**config.mk**
```make
export PLATFORM = sky130hd
export DESIGN_NAME = TermCore
export DESIGN_NICKNAME = d
export VERILOG_FILES = /design/src/common/colorPkg.sv /design/src/common/termPkg.sv /design/src/common/cmdIf.sv /design/src/graphics/Color256Decoder.sv /design/src/graphics/GraphicsControl.sv /design/src/logic/CellEmitter.sv /design/src/logic/TermCore.sv /design/src/parser/EscapeParser.sv
export VERILOG_INCLUDE_DIRS = /design/src /design/src/common
export SDC_FILE = /design/constraint.sdc
export NUM_CORES = 1
export LEC_CHECK = 0
export ABC_CLOCK_PERIOD_IN_PS = 14900
export BUFFER_PORTS_ARGS = -buffer_cell sky130_fd_sc_hd__buf_4
export CORE_ASPECT_RATIO = 0.75
export CORE_MARGIN = 2
export CORE_UTILIZATION = 30
export DETAILED_ROUTE_END_ITERATION = 8
export GPL_ROUTABILITY_DRIVEN = 0
export PLACE_DENSITY = 0.43
export SYNTH_ARGS = -nofsm -noshare
export SYNTH_HDL_FRONTEND = slang
export SYNTH_HIERARCHICAL = 1
export SYNTH_SLANG_ARGS = --single-unit
```
**constraint.sdc**
```tcl
create_clock -name clk -period 14.9 [get_ports clk]
set_clock_uncertainty 0.15 [all_clocks]
set_input_delay 2.235 -clock clk [delete_from_list [all_inputs] [get_ports clk]]
set_output_delay 2.235 -clock clk [all_outputs]
set_load 0.01 [all_outputs]
```
**src/common/term_consts.svh**
```systemverilog
`ifndef TERM_CONSTS_SVH
`define TERM_CONSTS_SVH

// power-up colours, light grey on black
`define DEFAULT_FG 9'b110_110_110
`define DEFAULT_BG 9'b000_000_000

// sequence bytes
`define ESC_BYTE 8'h1B
`define CSI_BYTE 8'h5B
`define SGR_FINAL 8'h6D

// parameter accumulation stops here
`define PN_MAX 8'd255

`endif

```
**src/common/colorPkg.sv**
```systemverilog
`default_nettype none

package colorPkg;

	// red in the top bits
	typedef logic [8:0] color9_t;

	typedef struct packed
	{
		logic underline;
		logic blink;
		logic negative;
		logic bright;
	} effect_t;

	typedef struct packed
	{
		color9_t fg;
		color9_t bg;
		effect_t effect;
	} Graphics_t;

	// sel bit 0 is red, bit 2 is blue
	function automatic color9_t basicColor(input logic [2:0] sel, input logic [2:0] level);
		return {sel[0] ? level : 3'd0, sel[1] ? level : 3'd0, sel[2] ? level : 3'd0};
	endfunction

endpackage

`default_nettype wire

```
**src/common/termPkg.sv**
```systemverilog
`default_nettype none

package termPkg;

	// command bus opcodes
	typedef enum logic [2:0]
	{
		NONE,
		PRINT,
		INIT_PN,
		EMIT_PN,
		SGR,
		SGR0
	} CommandsType;

	// byte level parser
	typedef enum logic [1:0]
	{
		GROUND,
		ESCAPE,
		CSI
	} ParserStateType;

	// extended colour tracking across SGR parameters
	typedef enum logic [3:0]
	{
		SGR_START,
		SGR_FG,
		SGR_FG_IDX,
		SGR_FG_R,
		SGR_FG_G,
		SGR_FG_B,
		SGR_BG,
		SGR_BG_IDX,
		SGR_BG_R,
		SGR_BG_G,
		SGR_BG_B
	} SgrStateType;

endpackage

`default_nettype wire

```
**src/common/cmdIf.sv**
```systemverilog
`default_nettype none
`timescale 1ns/1ps

interface cmdIf;
	logic commandReady;
	termPkg::CommandsType commandType;
	logic [7:0] pn;
	logic [7:0] ch;

	modport source
	(
		output commandReady, commandType, pn, ch
	);

	modport sink
	(
		input commandReady, commandType, pn, ch
	);
endinterface

`default_nettype wire

```
**src/graphics/Color256Decoder.sv**
```systemverilog
`default_nettype none
`timescale 1ns/1ps

module Color256Decoder
(
	input wire [7:0] code,
	output colorPkg::color9_t color
);
	logic [7:0] cubeIdx;
	logic [2:0] red;
	logic [2:0] green;
	logic [2:0] blue;
	logic [2:0] greyLevel;

	// six cube steps squeezed onto eight levels
	function automatic logic [2:0] cubeLevel(input logic [2:0] step);
		case (step)
			3'd0: return 3'd0;
			3'd1: return 3'd2;
			3'd2: return 3'd3;
			3'd3: return 3'd4;
			3'd4: return 3'd6;
			default: return 3'd7;
		endcase
	endfunction

	assign cubeIdx = code - 8'd16;
	assign red = 3'(cubeIdx / 8'd36);
	assign green = 3'((cubeIdx / 8'd6) % 8'd6);
	assign blue = 3'(cubeIdx % 8'd6);
	assign greyLevel = 3'((code - 8'd232) / 8'd3);

	always_comb
	begin
		if (code < 8'd8)
			color = colorPkg::basicColor(code[2:0], 3'd5);
		else if (code < 8'd16)
			color = colorPkg::basicColor(code[2:0], 3'd7);
		else if (code < 8'd232)
			color = {cubeLevel(red), cubeLevel(green), cubeLevel(blue)};
		else
			color = {3{greyLevel}};
	end

endmodule

`default_nettype wire

```
**src/graphics/GraphicsControl.sv**
```systemverilog
`default_nettype none
`timescale 1ns/1ps
`include "term_consts.svh"

module GraphicsControl
(
	input wire clk,
	input wire rst,
	cmdIf.sink cmd,
	output colorPkg::Graphics_t graphics
);
	localparam colorPkg::Graphics_t defaultGraphics =
		'{fg: `DEFAULT_FG, bg: `DEFAULT_BG, effect: 4'b0000};
	localparam colorPkg::color9_t lightGrey = 9'b110_110_110;

	termPkg::SgrStateType status;
	colorPkg::Graphics_t workGraphics;
	colorPkg::color9_t paletteColor;
	logic graphicsReady;
	logic [7:0] offs30;
	logic [7:0] offs40;
	logic [7:0] offs90;
	logic [7:0] offs100;

	assign offs30 = cmd.pn - 8'd30;
	assign offs40 = cmd.pn - 8'd40;
	assign offs90 = cmd.pn - 8'd90;
	assign offs100 = cmd.pn - 8'd100;

	Color256Decoder Color256Decoder_i
	(
		.code(cmd.pn),
		.color(paletteColor)
	);

	// 38/48 then 5;n or 2;r;g;b
	always_ff @(posedge clk, posedge rst)
	begin
		if (rst)
			status <= termPkg::SGR_START;
		else if (cmd.commandReady)
		begin
			if (cmd.commandType == termPkg::EMIT_PN)
			begin
				case (status)
					termPkg::SGR_START:
						if (cmd.pn == 8'd38)
							status <= termPkg::SGR_FG;
						else if (cmd.pn == 8'd48)
							status <= termPkg::SGR_BG;
					termPkg::SGR_FG:
						if (cmd.pn == 8'd5)
							status <= termPkg::SGR_FG_IDX;
						else if (cmd.pn == 8'd2)
							status <= termPkg::SGR_FG_R;
						else
							status <= termPkg::SGR_START;
					termPkg::SGR_FG_R:
						status <= termPkg::SGR_FG_G;
					termPkg::SGR_FG_G:
						status <= termPkg::SGR_FG_B;
					termPkg::SGR_BG:
						if (cmd.pn == 8'd5)
							status <= termPkg::SGR_BG_IDX;
						else if (cmd.pn == 8'd2)
							status <= termPkg::SGR_BG_R;
						else
							status <= termPkg::SGR_START;
					termPkg::SGR_BG_R:
						status <= termPkg::SGR_BG_G;
					termPkg::SGR_BG_G:
						status <= termPkg::SGR_BG_B;
					default:
						status <= termPkg::SGR_START;
				endcase
			end
			else
				// new sequence or its last parameter
				status <= termPkg::SGR_START;
		end
	end

	always_ff @(posedge clk, posedge rst)
	begin
		if (rst)
			graphicsReady <= 1'b0;
		else
			graphicsReady <= cmd.commandReady &&
				(cmd.commandType == termPkg::SGR || cmd.commandType == termPkg::SGR0);
	end

	always_ff @(posedge clk, posedge rst)
	begin
		if (rst)
			graphics <= defaultGraphics;
		else if (graphicsReady)
			graphics <= workGraphics;
	end

	// working copy, edited once per parameter
	always_ff @(posedge clk)
	begin
		if (cmd.commandReady)
		begin
			case (cmd.commandType)
				termPkg::INIT_PN:
					workGraphics <= graphics;
				termPkg::SGR0:
					workGraphics <= defaultGraphics;
				termPkg::EMIT_PN, termPkg::SGR:
					case (status)
						termPkg::SGR_START:
							case (cmd.pn) inside
								8'd0: workGraphics <= defaultGraphics;
								8'd1: workGraphics.effect.bright <= 1'b1;
								8'd4: workGraphics.effect.underline <= 1'b1;
								8'd5: workGraphics.effect.blink <= 1'b1;
								8'd7: workGraphics.effect.negative <= 1'b1;
								8'd22: workGraphics.effect.bright <= 1'b0;
								8'd24: workGraphics.effect.underline <= 1'b0;
								8'd25: workGraphics.effect.blink <= 1'b0;
								8'd27: workGraphics.effect.negative <= 1'b0;
								[8'd30:8'd36]:
									workGraphics.fg <= colorPkg::basicColor(offs30[2:0], 3'd5);
								8'd37: workGraphics.fg <= lightGrey;
								[8'd40:8'd46]:
									workGraphics.bg <= colorPkg::basicColor(offs40[2:0], 3'd5);
								8'd47: workGraphics.bg <= lightGrey;
								// bright variants
								[8'd90:8'd97]:
									workGraphics.fg <= colorPkg::basicColor(offs90[2:0], 3'd7);
								[8'd100:8'd107]:
									workGraphics.bg <= colorPkg::basicColor(offs100[2:0], 3'd7);
								default: ;
							endcase
						termPkg::SGR_FG_IDX: workGraphics.fg <= paletteColor;
						termPkg::SGR_BG_IDX: workGraphics.bg <= paletteColor;
						// direct rgb keeps the top bits
						termPkg::SGR_FG_R: workGraphics.fg[8:6] <= cmd.pn[7:5];
						termPkg::SGR_FG_G: workGraphics.fg[5:3] <= cmd.pn[7:5];
						termPkg::SGR_FG_B: workGraphics.fg[2:0] <= cmd.pn[7:5];
						termPkg::SGR_BG_R: workGraphics.bg[8:6] <= cmd.pn[7:5];
						termPkg::SGR_BG_G: workGraphics.bg[5:3] <= cmd.pn[7:5];
						termPkg::SGR_BG_B: workGraphics.bg[2:0] <= cmd.pn[7:5];
						default: ;
					endcase
				default: ;
			endcase
		end
	end

	assert property (@(posedge clk) disable iff (rst)
		graphicsReady |=> !graphicsReady);

endmodule

`default_nettype wire

```
**src/logic/CellEmitter.sv**
```systemverilog
`default_nettype none
`timescale 1ns/1ps

module CellEmitter
(
	input wire clk,
	input wire rst,
	input wire colorPkg::Graphics_t graphics,
	input wire cellAck,
	cmdIf.sink cmd,
	output logic cellBusy,
	output logic cellReq,
	output logic [7:0] cellChar,
	output colorPkg::color9_t cellFg,
	output colorPkg::color9_t cellBg,
	output colorPkg::effect_t cellEffect
);
	logic latchCell;

	assign latchCell = cmd.commandReady && (cmd.commandType == termPkg::PRINT) && !cellBusy;

	always_ff @(posedge clk, posedge rst)
	begin
		if (rst)
		begin
			cellBusy <= 1'b0;
			cellReq <= 1'b0;
		end
		else if (latchCell)
		begin
			cellBusy <= 1'b1;
			cellReq <= 1'b1;
		end
		else if (cellReq)
		begin
			// receiver has the cell
			if (cellAck)
				cellReq <= 1'b0;
		end
		else if (cellBusy && !cellAck)
			cellBusy <= 1'b0;
	end

	always_ff @(posedge clk)
	begin
		if (latchCell)
		begin
			cellChar <= cmd.ch;
			cellFg <= graphics.fg;
			cellBg <= graphics.bg;
			cellEffect <= graphics.effect;
		end
	end

	// parser holds printables back while busy
	assert property (@(posedge clk) disable iff (rst)
		(cmd.commandReady && cmd.commandType == termPkg::PRINT) |-> !cellBusy);

endmodule

`default_nettype wire

```
**src/logic/TermCore.sv**
```systemverilog
`default_nettype none
`timescale 1ns/1ps

module TermCore
(
	input wire clk,
	input wire rst,
	input wire byteReq,
	input wire [7:0] byteData,
	input wire cellAck,
	output logic byteAck,
	output logic cellReq,
	output logic [7:0] cellChar,
	output colorPkg::color9_t cellFg,
	output colorPkg::color9_t cellBg,
	output colorPkg::effect_t cellEffect
);
	logic cellBusy;
	colorPkg::Graphics_t graphics;

	cmdIf cmdBus();

	EscapeParser EscapeParser_i
	(
		.clk(clk),
		.rst(rst),
		.byteReq(byteReq),
		.byteData(byteData),
		.cellBusy(cellBusy),
		.byteAck(byteAck),
		.cmd(cmdBus.source)
	);

	GraphicsControl GraphicsControl_i
	(
		.clk(clk),
		.rst(rst),
		.cmd(cmdBus.sink),
		.graphics(graphics)
	);

	CellEmitter CellEmitter_i
	(
		.clk(clk),
		.rst(rst),
		.graphics(graphics),
		.cellAck(cellAck),
		.cmd(cmdBus.sink),
		.cellBusy(cellBusy),
		.cellReq(cellReq),
		.cellChar(cellChar),
		.cellFg(cellFg),
		.cellBg(cellBg),
		.cellEffect(cellEffect)
	);

endmodule

`default_nettype wire

```
**src/parser/EscapeParser.sv**
```systemverilog
`default_nettype none
`timescale 1ns/1ps
`include "term_consts.svh"

module EscapeParser
(
	input wire clk,
	input wire rst,
	input wire byteReq,
	input wire [7:0] byteData,
	input wire cellBusy,
	output logic byteAck,
	cmdIf.source cmd
);
	termPkg::ParserStateType state;
	termPkg::ParserStateType stateNext;
	termPkg::CommandsType cmdNext;
	logic [7:0] pnAcc;
	logic [7:0] pnSat;
	logic [11:0] pnNext;
	logic pnSeen;
	logic isPrintable;
	logic isDigit;
	logic isSemi;
	logic takeByte;

	assign isPrintable = (byteData >= 8'h20) && (byteData <= 8'h7E);
	assign isDigit = (byteData >= 8'h30) && (byteData <= 8'h39);
	assign isSemi = (byteData == 8'h3B);

	// a printable in ground state waits until the emitter is free
	assign takeByte = byteReq && !byteAck &&
		!(state == termPkg::GROUND && isPrintable && cellBusy);

	assign pnNext = {4'd0, pnAcc} * 12'd10 + {8'd0, byteData[3:0]};
	assign pnSat = (pnNext > {4'd0, `PN_MAX}) ? `PN_MAX : pnNext[7:0];

	always_comb
	begin
		cmdNext = termPkg::NONE;
		stateNext = state;
		case (state)
			termPkg::GROUND:
				if (byteData == `ESC_BYTE)
					stateNext = termPkg::ESCAPE;
				else if (isPrintable)
					cmdNext = termPkg::PRINT;
			termPkg::ESCAPE:
				if (byteData == `CSI_BYTE)
				begin
					stateNext = termPkg::CSI;
					cmdNext = termPkg::INIT_PN;
				end
				else
					stateNext = termPkg::GROUND;
			termPkg::CSI:
				if (isSemi)
					cmdNext = termPkg::EMIT_PN;
				else if (byteData == `SGR_FINAL)
				begin
					stateNext = termPkg::GROUND;
					cmdNext = pnSeen ? termPkg::SGR : termPkg::SGR0;
				end
				else if (!isDigit)
					// abort, nothing is sent
					stateNext = termPkg::GROUND;
			default:
				stateNext = termPkg::GROUND;
		endcase
	end

	always_ff @(posedge clk, posedge rst)
	begin
		if (rst)
			byteAck <= 1'b0;
		else if (takeByte)
			byteAck <= 1'b1;
		else if (!byteReq)
			byteAck <= 1'b0;
	end

	always_ff @(posedge clk, posedge rst)
	begin
		if (rst)
		begin
			state <= termPkg::GROUND;
			pnAcc <= 8'd0;
			pnSeen <= 1'b0;
			cmd.commandReady <= 1'b0;
		end
		else
		begin
			cmd.commandReady <= takeByte && (cmdNext != termPkg::NONE);
			if (takeByte)
			begin
				state <= stateNext;
				if (cmdNext == termPkg::INIT_PN || cmdNext == termPkg::EMIT_PN)
					pnAcc <= 8'd0;
				else if (state == termPkg::CSI && isDigit)
					pnAcc <= pnSat;
				if (cmdNext == termPkg::INIT_PN)
					pnSeen <= 1'b0;
				else if (state == termPkg::CSI && (isDigit || isSemi))
					pnSeen <= 1'b1;
			end
		end
	end

	// pn is the parameter closed by this byte
	always_ff @(posedge clk)
	begin
		if (takeByte)
		begin
			cmd.commandType <= cmdNext;
			cmd.pn <= pnAcc;
			cmd.ch <= byteData;
		end
	end

	assert property (@(posedge clk) disable iff (rst)
		cmd.commandReady |=> !cmd.commandReady);

	assert property (@(posedge clk) disable iff (rst)
		$rose(byteAck) |-> $past(byteReq));

endmodule

`default_nettype wire

```
# ---- Word-level counts from Yosys, hierarchy flattened
# Index checks and enable logic that the tools add are counted.
dict set report classes {
  addsub 7
  n_mul 1
  div_mod_pow 5
  order_cmp 16
  n_eq_ne 95
  mux 125
  reduce_logical 51
}
# operator count
set ops {}
lappend ops {{$mux W9} 32}
lappend ops {{$pmux W22 S3} 1}
lappend ops {{$mux W3} 21}
lappend ops {{$pmux W3 S3} 7}
lappend ops {{$ne A4 B2 Y1 const B} 12}
lappend ops {{$ne A4 B3 Y1 const B} 12}
lappend ops {{$pmux W3 S5} 3}
lappend ops {{$reduce_and A15 Y1} 3}
lappend ops {{$mux W1} 42}
lappend ops {{$reduce_and A14 Y1} 3}
lappend ops {{$eq A8 B5 Y1 const B} 5}
lappend ops {{$eq A8 B6 Y1 const B} 5}
lappend ops {{$eq A3 B2 Y1 const B} 10}
lappend ops {{$mux W4} 7}
lappend ops {{$pmux W4 S7} 1}
lappend ops {{$eq A8 B3 Y1 const B} 3}
lappend ops {{$ge A8 B6 Y1 const B} 3}
lappend ops {{$le A8 B6 Y1 const B} 3}
lappend ops {{$le A8 B7 Y1 const B} 3}
lappend ops {{$mux W8} 3}
lappend ops {{$ne A4 B1 Y1 const B} 5}
lappend ops {{$ne A6 B3 Y1 const B} 3}
lappend ops {{$logic_and A1 B1 Y1} 17}
lappend ops {{$eq A4 B3 Y1 const B} 4}
lappend ops {{other kinds (50)} 92}
dict set report totals {
  register_bits 113
  inputBits 12
  out_inout_bits 32
  wordCells 335
}

# ---- Longest topological paths before layout
dict set report depth {
  ltp_word 19
  depth_mapped 28
  mapped_depth_nobuf 26
}

# ---- Cells and area by module
# The synthesis kept the hierarchy.
# mod instances cells_each area_each_um2
set by_module_without_submodules {}
lappend by_module_without_submodules {GraphicsControl 1 360 3367.0}
lappend by_module_without_submodules {Color256Decoder 1 322 2294.7}
lappend by_module_without_submodules {EscapeParser 1 148 1825.5}
lappend by_module_without_submodules {CellEmitter 1 39 1012.2}

# ---- Worst setup path before layout
# No wires, ideal clock.
dict set report synth_path {
  kind {register to register}
  from {register EscapeParser_i.cmd.pn[4]}
  to {register GraphicsControl_i/workGraphics[8] (netlist name), data pin}
  setup_ns 0.129
  t_arrival_ns 5.768
  t_required_ns 14.621
  path_slack_ns 8.853
  path_stages_with_launch 25
  period_less_slack_ns 6.047
  cell_sequence {edfxtp_1 buf_2 clkinv_1 ha_1 xnor2_2 o22a_2 nand2_4 a21oi_2 inv_1 ha_1 nor2b_1 nand2b_1 o31ai_4 o311a_1 a22oi_2 ha_1 a211o_1 a211oi_1 o32ai_2 nor4bb_1 or3_1 a211oi_2 o22ai_1 a221oi_1 a21o_1}
}
dict set report synth_via {
  word_cells_on_any_way 37
  classes_between {2 x add/sub; 3 x div; 5 x order compare; 5 x eq/ne; 19 x mux; 3 x reduce/logical}
}
# element line_no
set synth_lines {}
lappend synth_lines {{start, declared} cmdIf.sv:12} ;# output commandReady, commandType, pn, ch
lappend synth_lines {{start signal, assigned} EscapeParser.sv:115} ;# cmd.pn <= pnAcc;
lappend synth_lines {{$sub A8 B5 Y8} Color256Decoder.sv:27} ;# assign cubeIdx = code - 8'd16;
lappend synth_lines {{$div A8 B3 Y8} Color256Decoder.sv:29} ;# assign green = 3'((cubeIdx / 8'd6) % 8'd6);
lappend synth_lines {{$mod A8 B3 Y8} Color256Decoder.sv:29}
lappend synth_lines {{$eq A3 B3 Y1 (tied with other cells)} Color256Decoder.sv:17} ;# case (step)
lappend synth_lines {{$pmux W3 S5} Color256Decoder.sv:17}
lappend synth_lines {{$mux W9} Color256Decoder.sv:39} ;# else if (code < 8'd232)
lappend synth_lines {{$mux W9} Color256Decoder.sv:37} ;# else if (code < 8'd16)
lappend synth_lines {{$mux W9 (*)} Color256Decoder.sv:35} ;# if (code < 8'd8)
lappend synth_lines {{named net GraphicsControl_i.paletteColor[4]} GraphicsControl.sv:18} ;# colorPkg::color9_t paletteColor;
lappend synth_lines {{$pmux W3 S3 (*)} GraphicsControl.sv:111} ;# case (status)
lappend synth_lines {{$pmux W22 S3 (*)} GraphicsControl.sv:105} ;# case (cmd.commandType)
lappend synth_lines {{end signal, assigned} GraphicsControl.sv:107} ;# workGraphics <= graphics;
lappend synth_lines {{end signal, assigned} GraphicsControl.sv:109} ;# workGraphics <= defaultGraphics;
lappend synth_lines {{end signal, assigned} GraphicsControl.sv:114} ;# 8'd0: workGraphics <= defaultGraphics;
lappend synth_lines {{end, declared} GraphicsControl.sv:17} ;# colorPkg::Graphics_t workGraphics;
# Mark *: on every way through the listed nets, which the timed path passes. The rest lies on a longest branch. The select of a mux whose other input is x is not followed.
# A chain may end at the register's enable or synchronous reset.

# ---- Final worst setup path
dict set report layout_path {
  from {register EscapeParser_i.cmd.pn[4]}
  to {register GraphicsControl_i/workGraphics[18] (netlist name), data pin}
}
# The elaborated chain is that of the path after synthesis.

==> results.md <==
* Status: completed
* Initial Utilization at 30.4%
* Number of routed nets with antenna violations at 0
* Multi-input logic area at 0.00495 mm²
* Crit path to: GraphicsControl_i/workGraphics[18]
* Post-DP HPWL at 16900 µm
* Peak supply drop at 0.0000785 V
* DR iter-0 viols at 678
* Cells after Synth at 869
* Crit path DAT at 7.17 ns
* Total congestion overflow at 0
* CTS hold repair buffers at 0
* Skew-Pair Late Insertion Delay at 0.42 ns
* Wirelength, routed at 23200 µm
* Req. time, crit path at 14.89 ns
* RSZ-0062 raised after global routing: false
* Final worst path period share at 48.2%
* Die Ht at 150 µm
* Area Growth Syn to Fin at 14.0%
* Sequential Area at 0.00319 mm²
* First-pass GRT wire length at 37400 µm
* Post-CTS setup buffers at 0
* CP most frequent cell: ha_1
* Initial antenna violation count at 0
* Number of synthesized flops with an enable pin at 71
* Setup violations, final at 0
* Core area at 0.0279 mm²
* GRT Overall Usage at 16.2%
* ANT cells at 0
* Async S/R FF share, synth at 37.2%
* Sequential area share after synthesis at 37.5%
* DR vias/cell at 5.43
* Worst setup margin at 7.72 ns
* Row cnt at 53
* Critical Path Max Stage Delay at 0.67 ns
* Synth Register Bits at 113
* Max FO, Critical Path at 41
* Vias in the first global route at 6527
* Worst r2r src: EscapeParser_i/cmd.pn[4]
* Pin count of the biggest net entering global routing at 42
* Drt pass-1 iters at 5
* Area share of the largest cell type after synthesis at 25.1%
* TritonCTS Buffers at 17
* Synth Warn # at 6
* Worst setup EP type: flip-flop
* Pre-CTS setup slack at 7.70 ns
* Leakage power at 3.78 nW
* Reg clk slew, reported paths at 0.06 ns
* Setup tns final at 0 ns
* Die area at 0.0297 mm²
* Period minus WS final at 7.18 ns
* Fillers at 2822
* Synth Flop Type: edfxtp_1
* Vias at 7000
* Worst-Margin Slew at 1.13 ns
* WL/cell at 18.0 µm
* Synth area leader: edfxtp_1
* CP Launch Point: EscapeParser_i/cmd.pn[4]
* Hold crit path type: reg -> reg
* CTS tree: built
* Hold Vio Cnt, Final at 0
* Die W at 198 µm
* Port bufs at 43
* Cell Area, Synth at 0.00850 mm²
* Worst-path cell with the longest stage delay: ha_1
* Htree depth at 4
* Top cells by area, synth: edfxtp_1, dfrtp_1, ha_1
* Worst Path Class, Setup: reg -> reg
* Syn Area/Cell at 9.78 µm²
* Setup slack, reg-to-reg at 7.72 ns
* Rel. slew slack at 24.4%
* Post-CTS Resized at 0
* Layout cells sized above 1 at 18.9%
* Clk Tree Root Cell: clkbuf_16
* Power density over the cells at 97.1 mW/mm²
* Reg2Reg Depth at 25
* CP startpoint kind: flip-flop
* CTS sink count at 113
* Final Max Slew Viols at 0
* I/O Pins at 44
* Fmax at 0.139 GHz
* Nets at 941
* DRC Markers at 0
* CTS Buffer Depth at 2
* Synth cell types at 118
* R2r endpoint: GraphicsControl_i/workGraphics[18]
* Max Cap Viol at 0
* Syn_nets at 918
cells in the final DEF, fill, tap and decap left out, types with 13 or more instances in the layout:
cell,count
edfxtp_1,71
nor2_1,64
buf_4,55
nand2_1,50
a21oi_1,50
dfrtp_1,36
ha_1,35
o21ai_0,32
a21o_1,24
inv_1,23
mux2_2,23
nor3_1,20
nand3_1,19
nor2b_1,18
xnor2_1,18
clkbuf_16,17
o22ai_1,16
a31oi_1,15
a211oi_1,15
nand2b_1,14
mux2i_1,13
flip-flops by register name (all words and copies together) (netlist names), 2 cells and up:
signal / count
CellEmitter_i/cellFg: 9
EscapeParser_i/cmd.pn: 8
GraphicsControl_i/status: 4
EscapeParser_i/cmd.ch: 8
EscapeParser_i/cmd.commandType: 3
EscapeParser_i/pnAcc: 8
GraphicsControl_i/graphics: 22
EscapeParser_i/state: 2
GraphicsControl_i/workGraphics: 22
CellEmitter_i/cellBg: 9
CellEmitter_i/cellEffect: 4
CellEmitter_i/cellChar: 8
cells in the mapped netlist (6+ instances only):
cell	number
a211oi_1	15
a21o_1	24
a21oi_1	50
a221oi_1	9
a22oi_1	7
a31oi_1	15
a32oi_1	6
a41oi_1	6
and2_1	10
and3_1	9
buf_2	18
clkbuf_1	19
dfrtp_1	36
dfstp_2	6
edfxtp_1	71
ha_1	35
inv_1	23
mux2_2	23
mux2i_1	13
nand2_1	50
nand2b_1	14
nand3_1	19
nor2_1	65
nor2b_1	18
nor3_1	20
nor4_1	9
o211ai_1	12
o21a_1	8
o21ai_0	32
o21ai_1	7
o22ai_1	16
o31a_1	6
o31ai_1	7
or3_1	10
xnor2_1	18
xor2_1	10
cell families after synthesis:
group | count (synthesis) | share of synthesized area, %
xor gates and xnor gates | 29 | 3.08
DFF | 113 | 37.5
and+or+nand+nor | 278 | 18.7
muxes | 38 | 4.87
buffers and inverters | 78 | 4.30
adders and majority gates | 37 | 5.62
AOI/OAI and AO/OA | 296 | 25.9
cell type report:
type	count	share of cell area, %
Tap cell	385	4.97
Multi-Input combinational cell	678	51.1
Sequential cell	113	32.9
Timing Repair Buffer	55	4.26
Inverter	27	1.05
Clock buffer	20	4.51
Clock inverter	12	1.21
power by group:
part,internal [mW],switching [mW]
combinational,0.0740,0.107
clock,0.243,0.143
sequential,0.358,0.0154
total,0.675,0.266
critical path: cells and delay by family (launching register included):
family	cells	cell delay, ns
simple gates	4	0.83
fa+ha+maj	3	1.25
compound gates	15	3.21
flops	1	0.32
buf+inv	3	1.14
stage by stage:
| stage | power, mW | instances | util [%] | hold WS, ns | area, µm² |
|---|---|---|---|---|---|
| 3_5_place_dp | 0.560 | 1258 | 32.7 | 0.257 | 9140 |
| 2_1_floorplan | 0.515 | 869 | - | 0.250 | 8500 |
| 6_report | 0.941 | 1290 | 34.7 | 0.267 | 9690 |
| 4_1_cts | 0.952 | 1290 | 34.7 | 0.269 | 9690 |
| 3_3_place_gp | 0.560 | 1258 | 32.7 | 0.252 | 9140 |
| 5_1_grt | 0.987 | 1290 | 34.7 | 0.272 | 9690 |
per-layer routing:
metal | global-route usage (%) | vias to the layer above | part of all wire (%) | wire length, µm
li1 | - | 3418 | - | -
met1 | 24.5 | 3368 | 52 | 12000
met2 | 22.9 | 198 | 41 | 9640
met3 | 3.76 | 16 | 6.0 | 1390
met4 | 3.76 | 0 | 0.81 | 189
met5 | 0 | - | 0 | 0
worst min-delay path by stage:
stage / start / endpoint / cells past startpoint
after floorplan: EscapeParser_i/cmd.ch[0] / CellEmitter_i/cellChar[0] / 0
after global placement: EscapeParser_i/cmd.ch[4] / CellEmitter_i/cellChar[4] / 0
after detailed placement: EscapeParser_i/cmd.ch[4] / CellEmitter_i/cellChar[4] / 0
after CTS: EscapeParser_i/cmd.ch[4] / CellEmitter_i/cellChar[4] / 0
after global routing: EscapeParser_i/cmd.ch[2] / CellEmitter_i/cellChar[2] / 0
final: EscapeParser_i/cmd.ch[4] / CellEmitter_i/cellChar[4] / 0
Note: power is estimated with default switching activity, not from simulation.
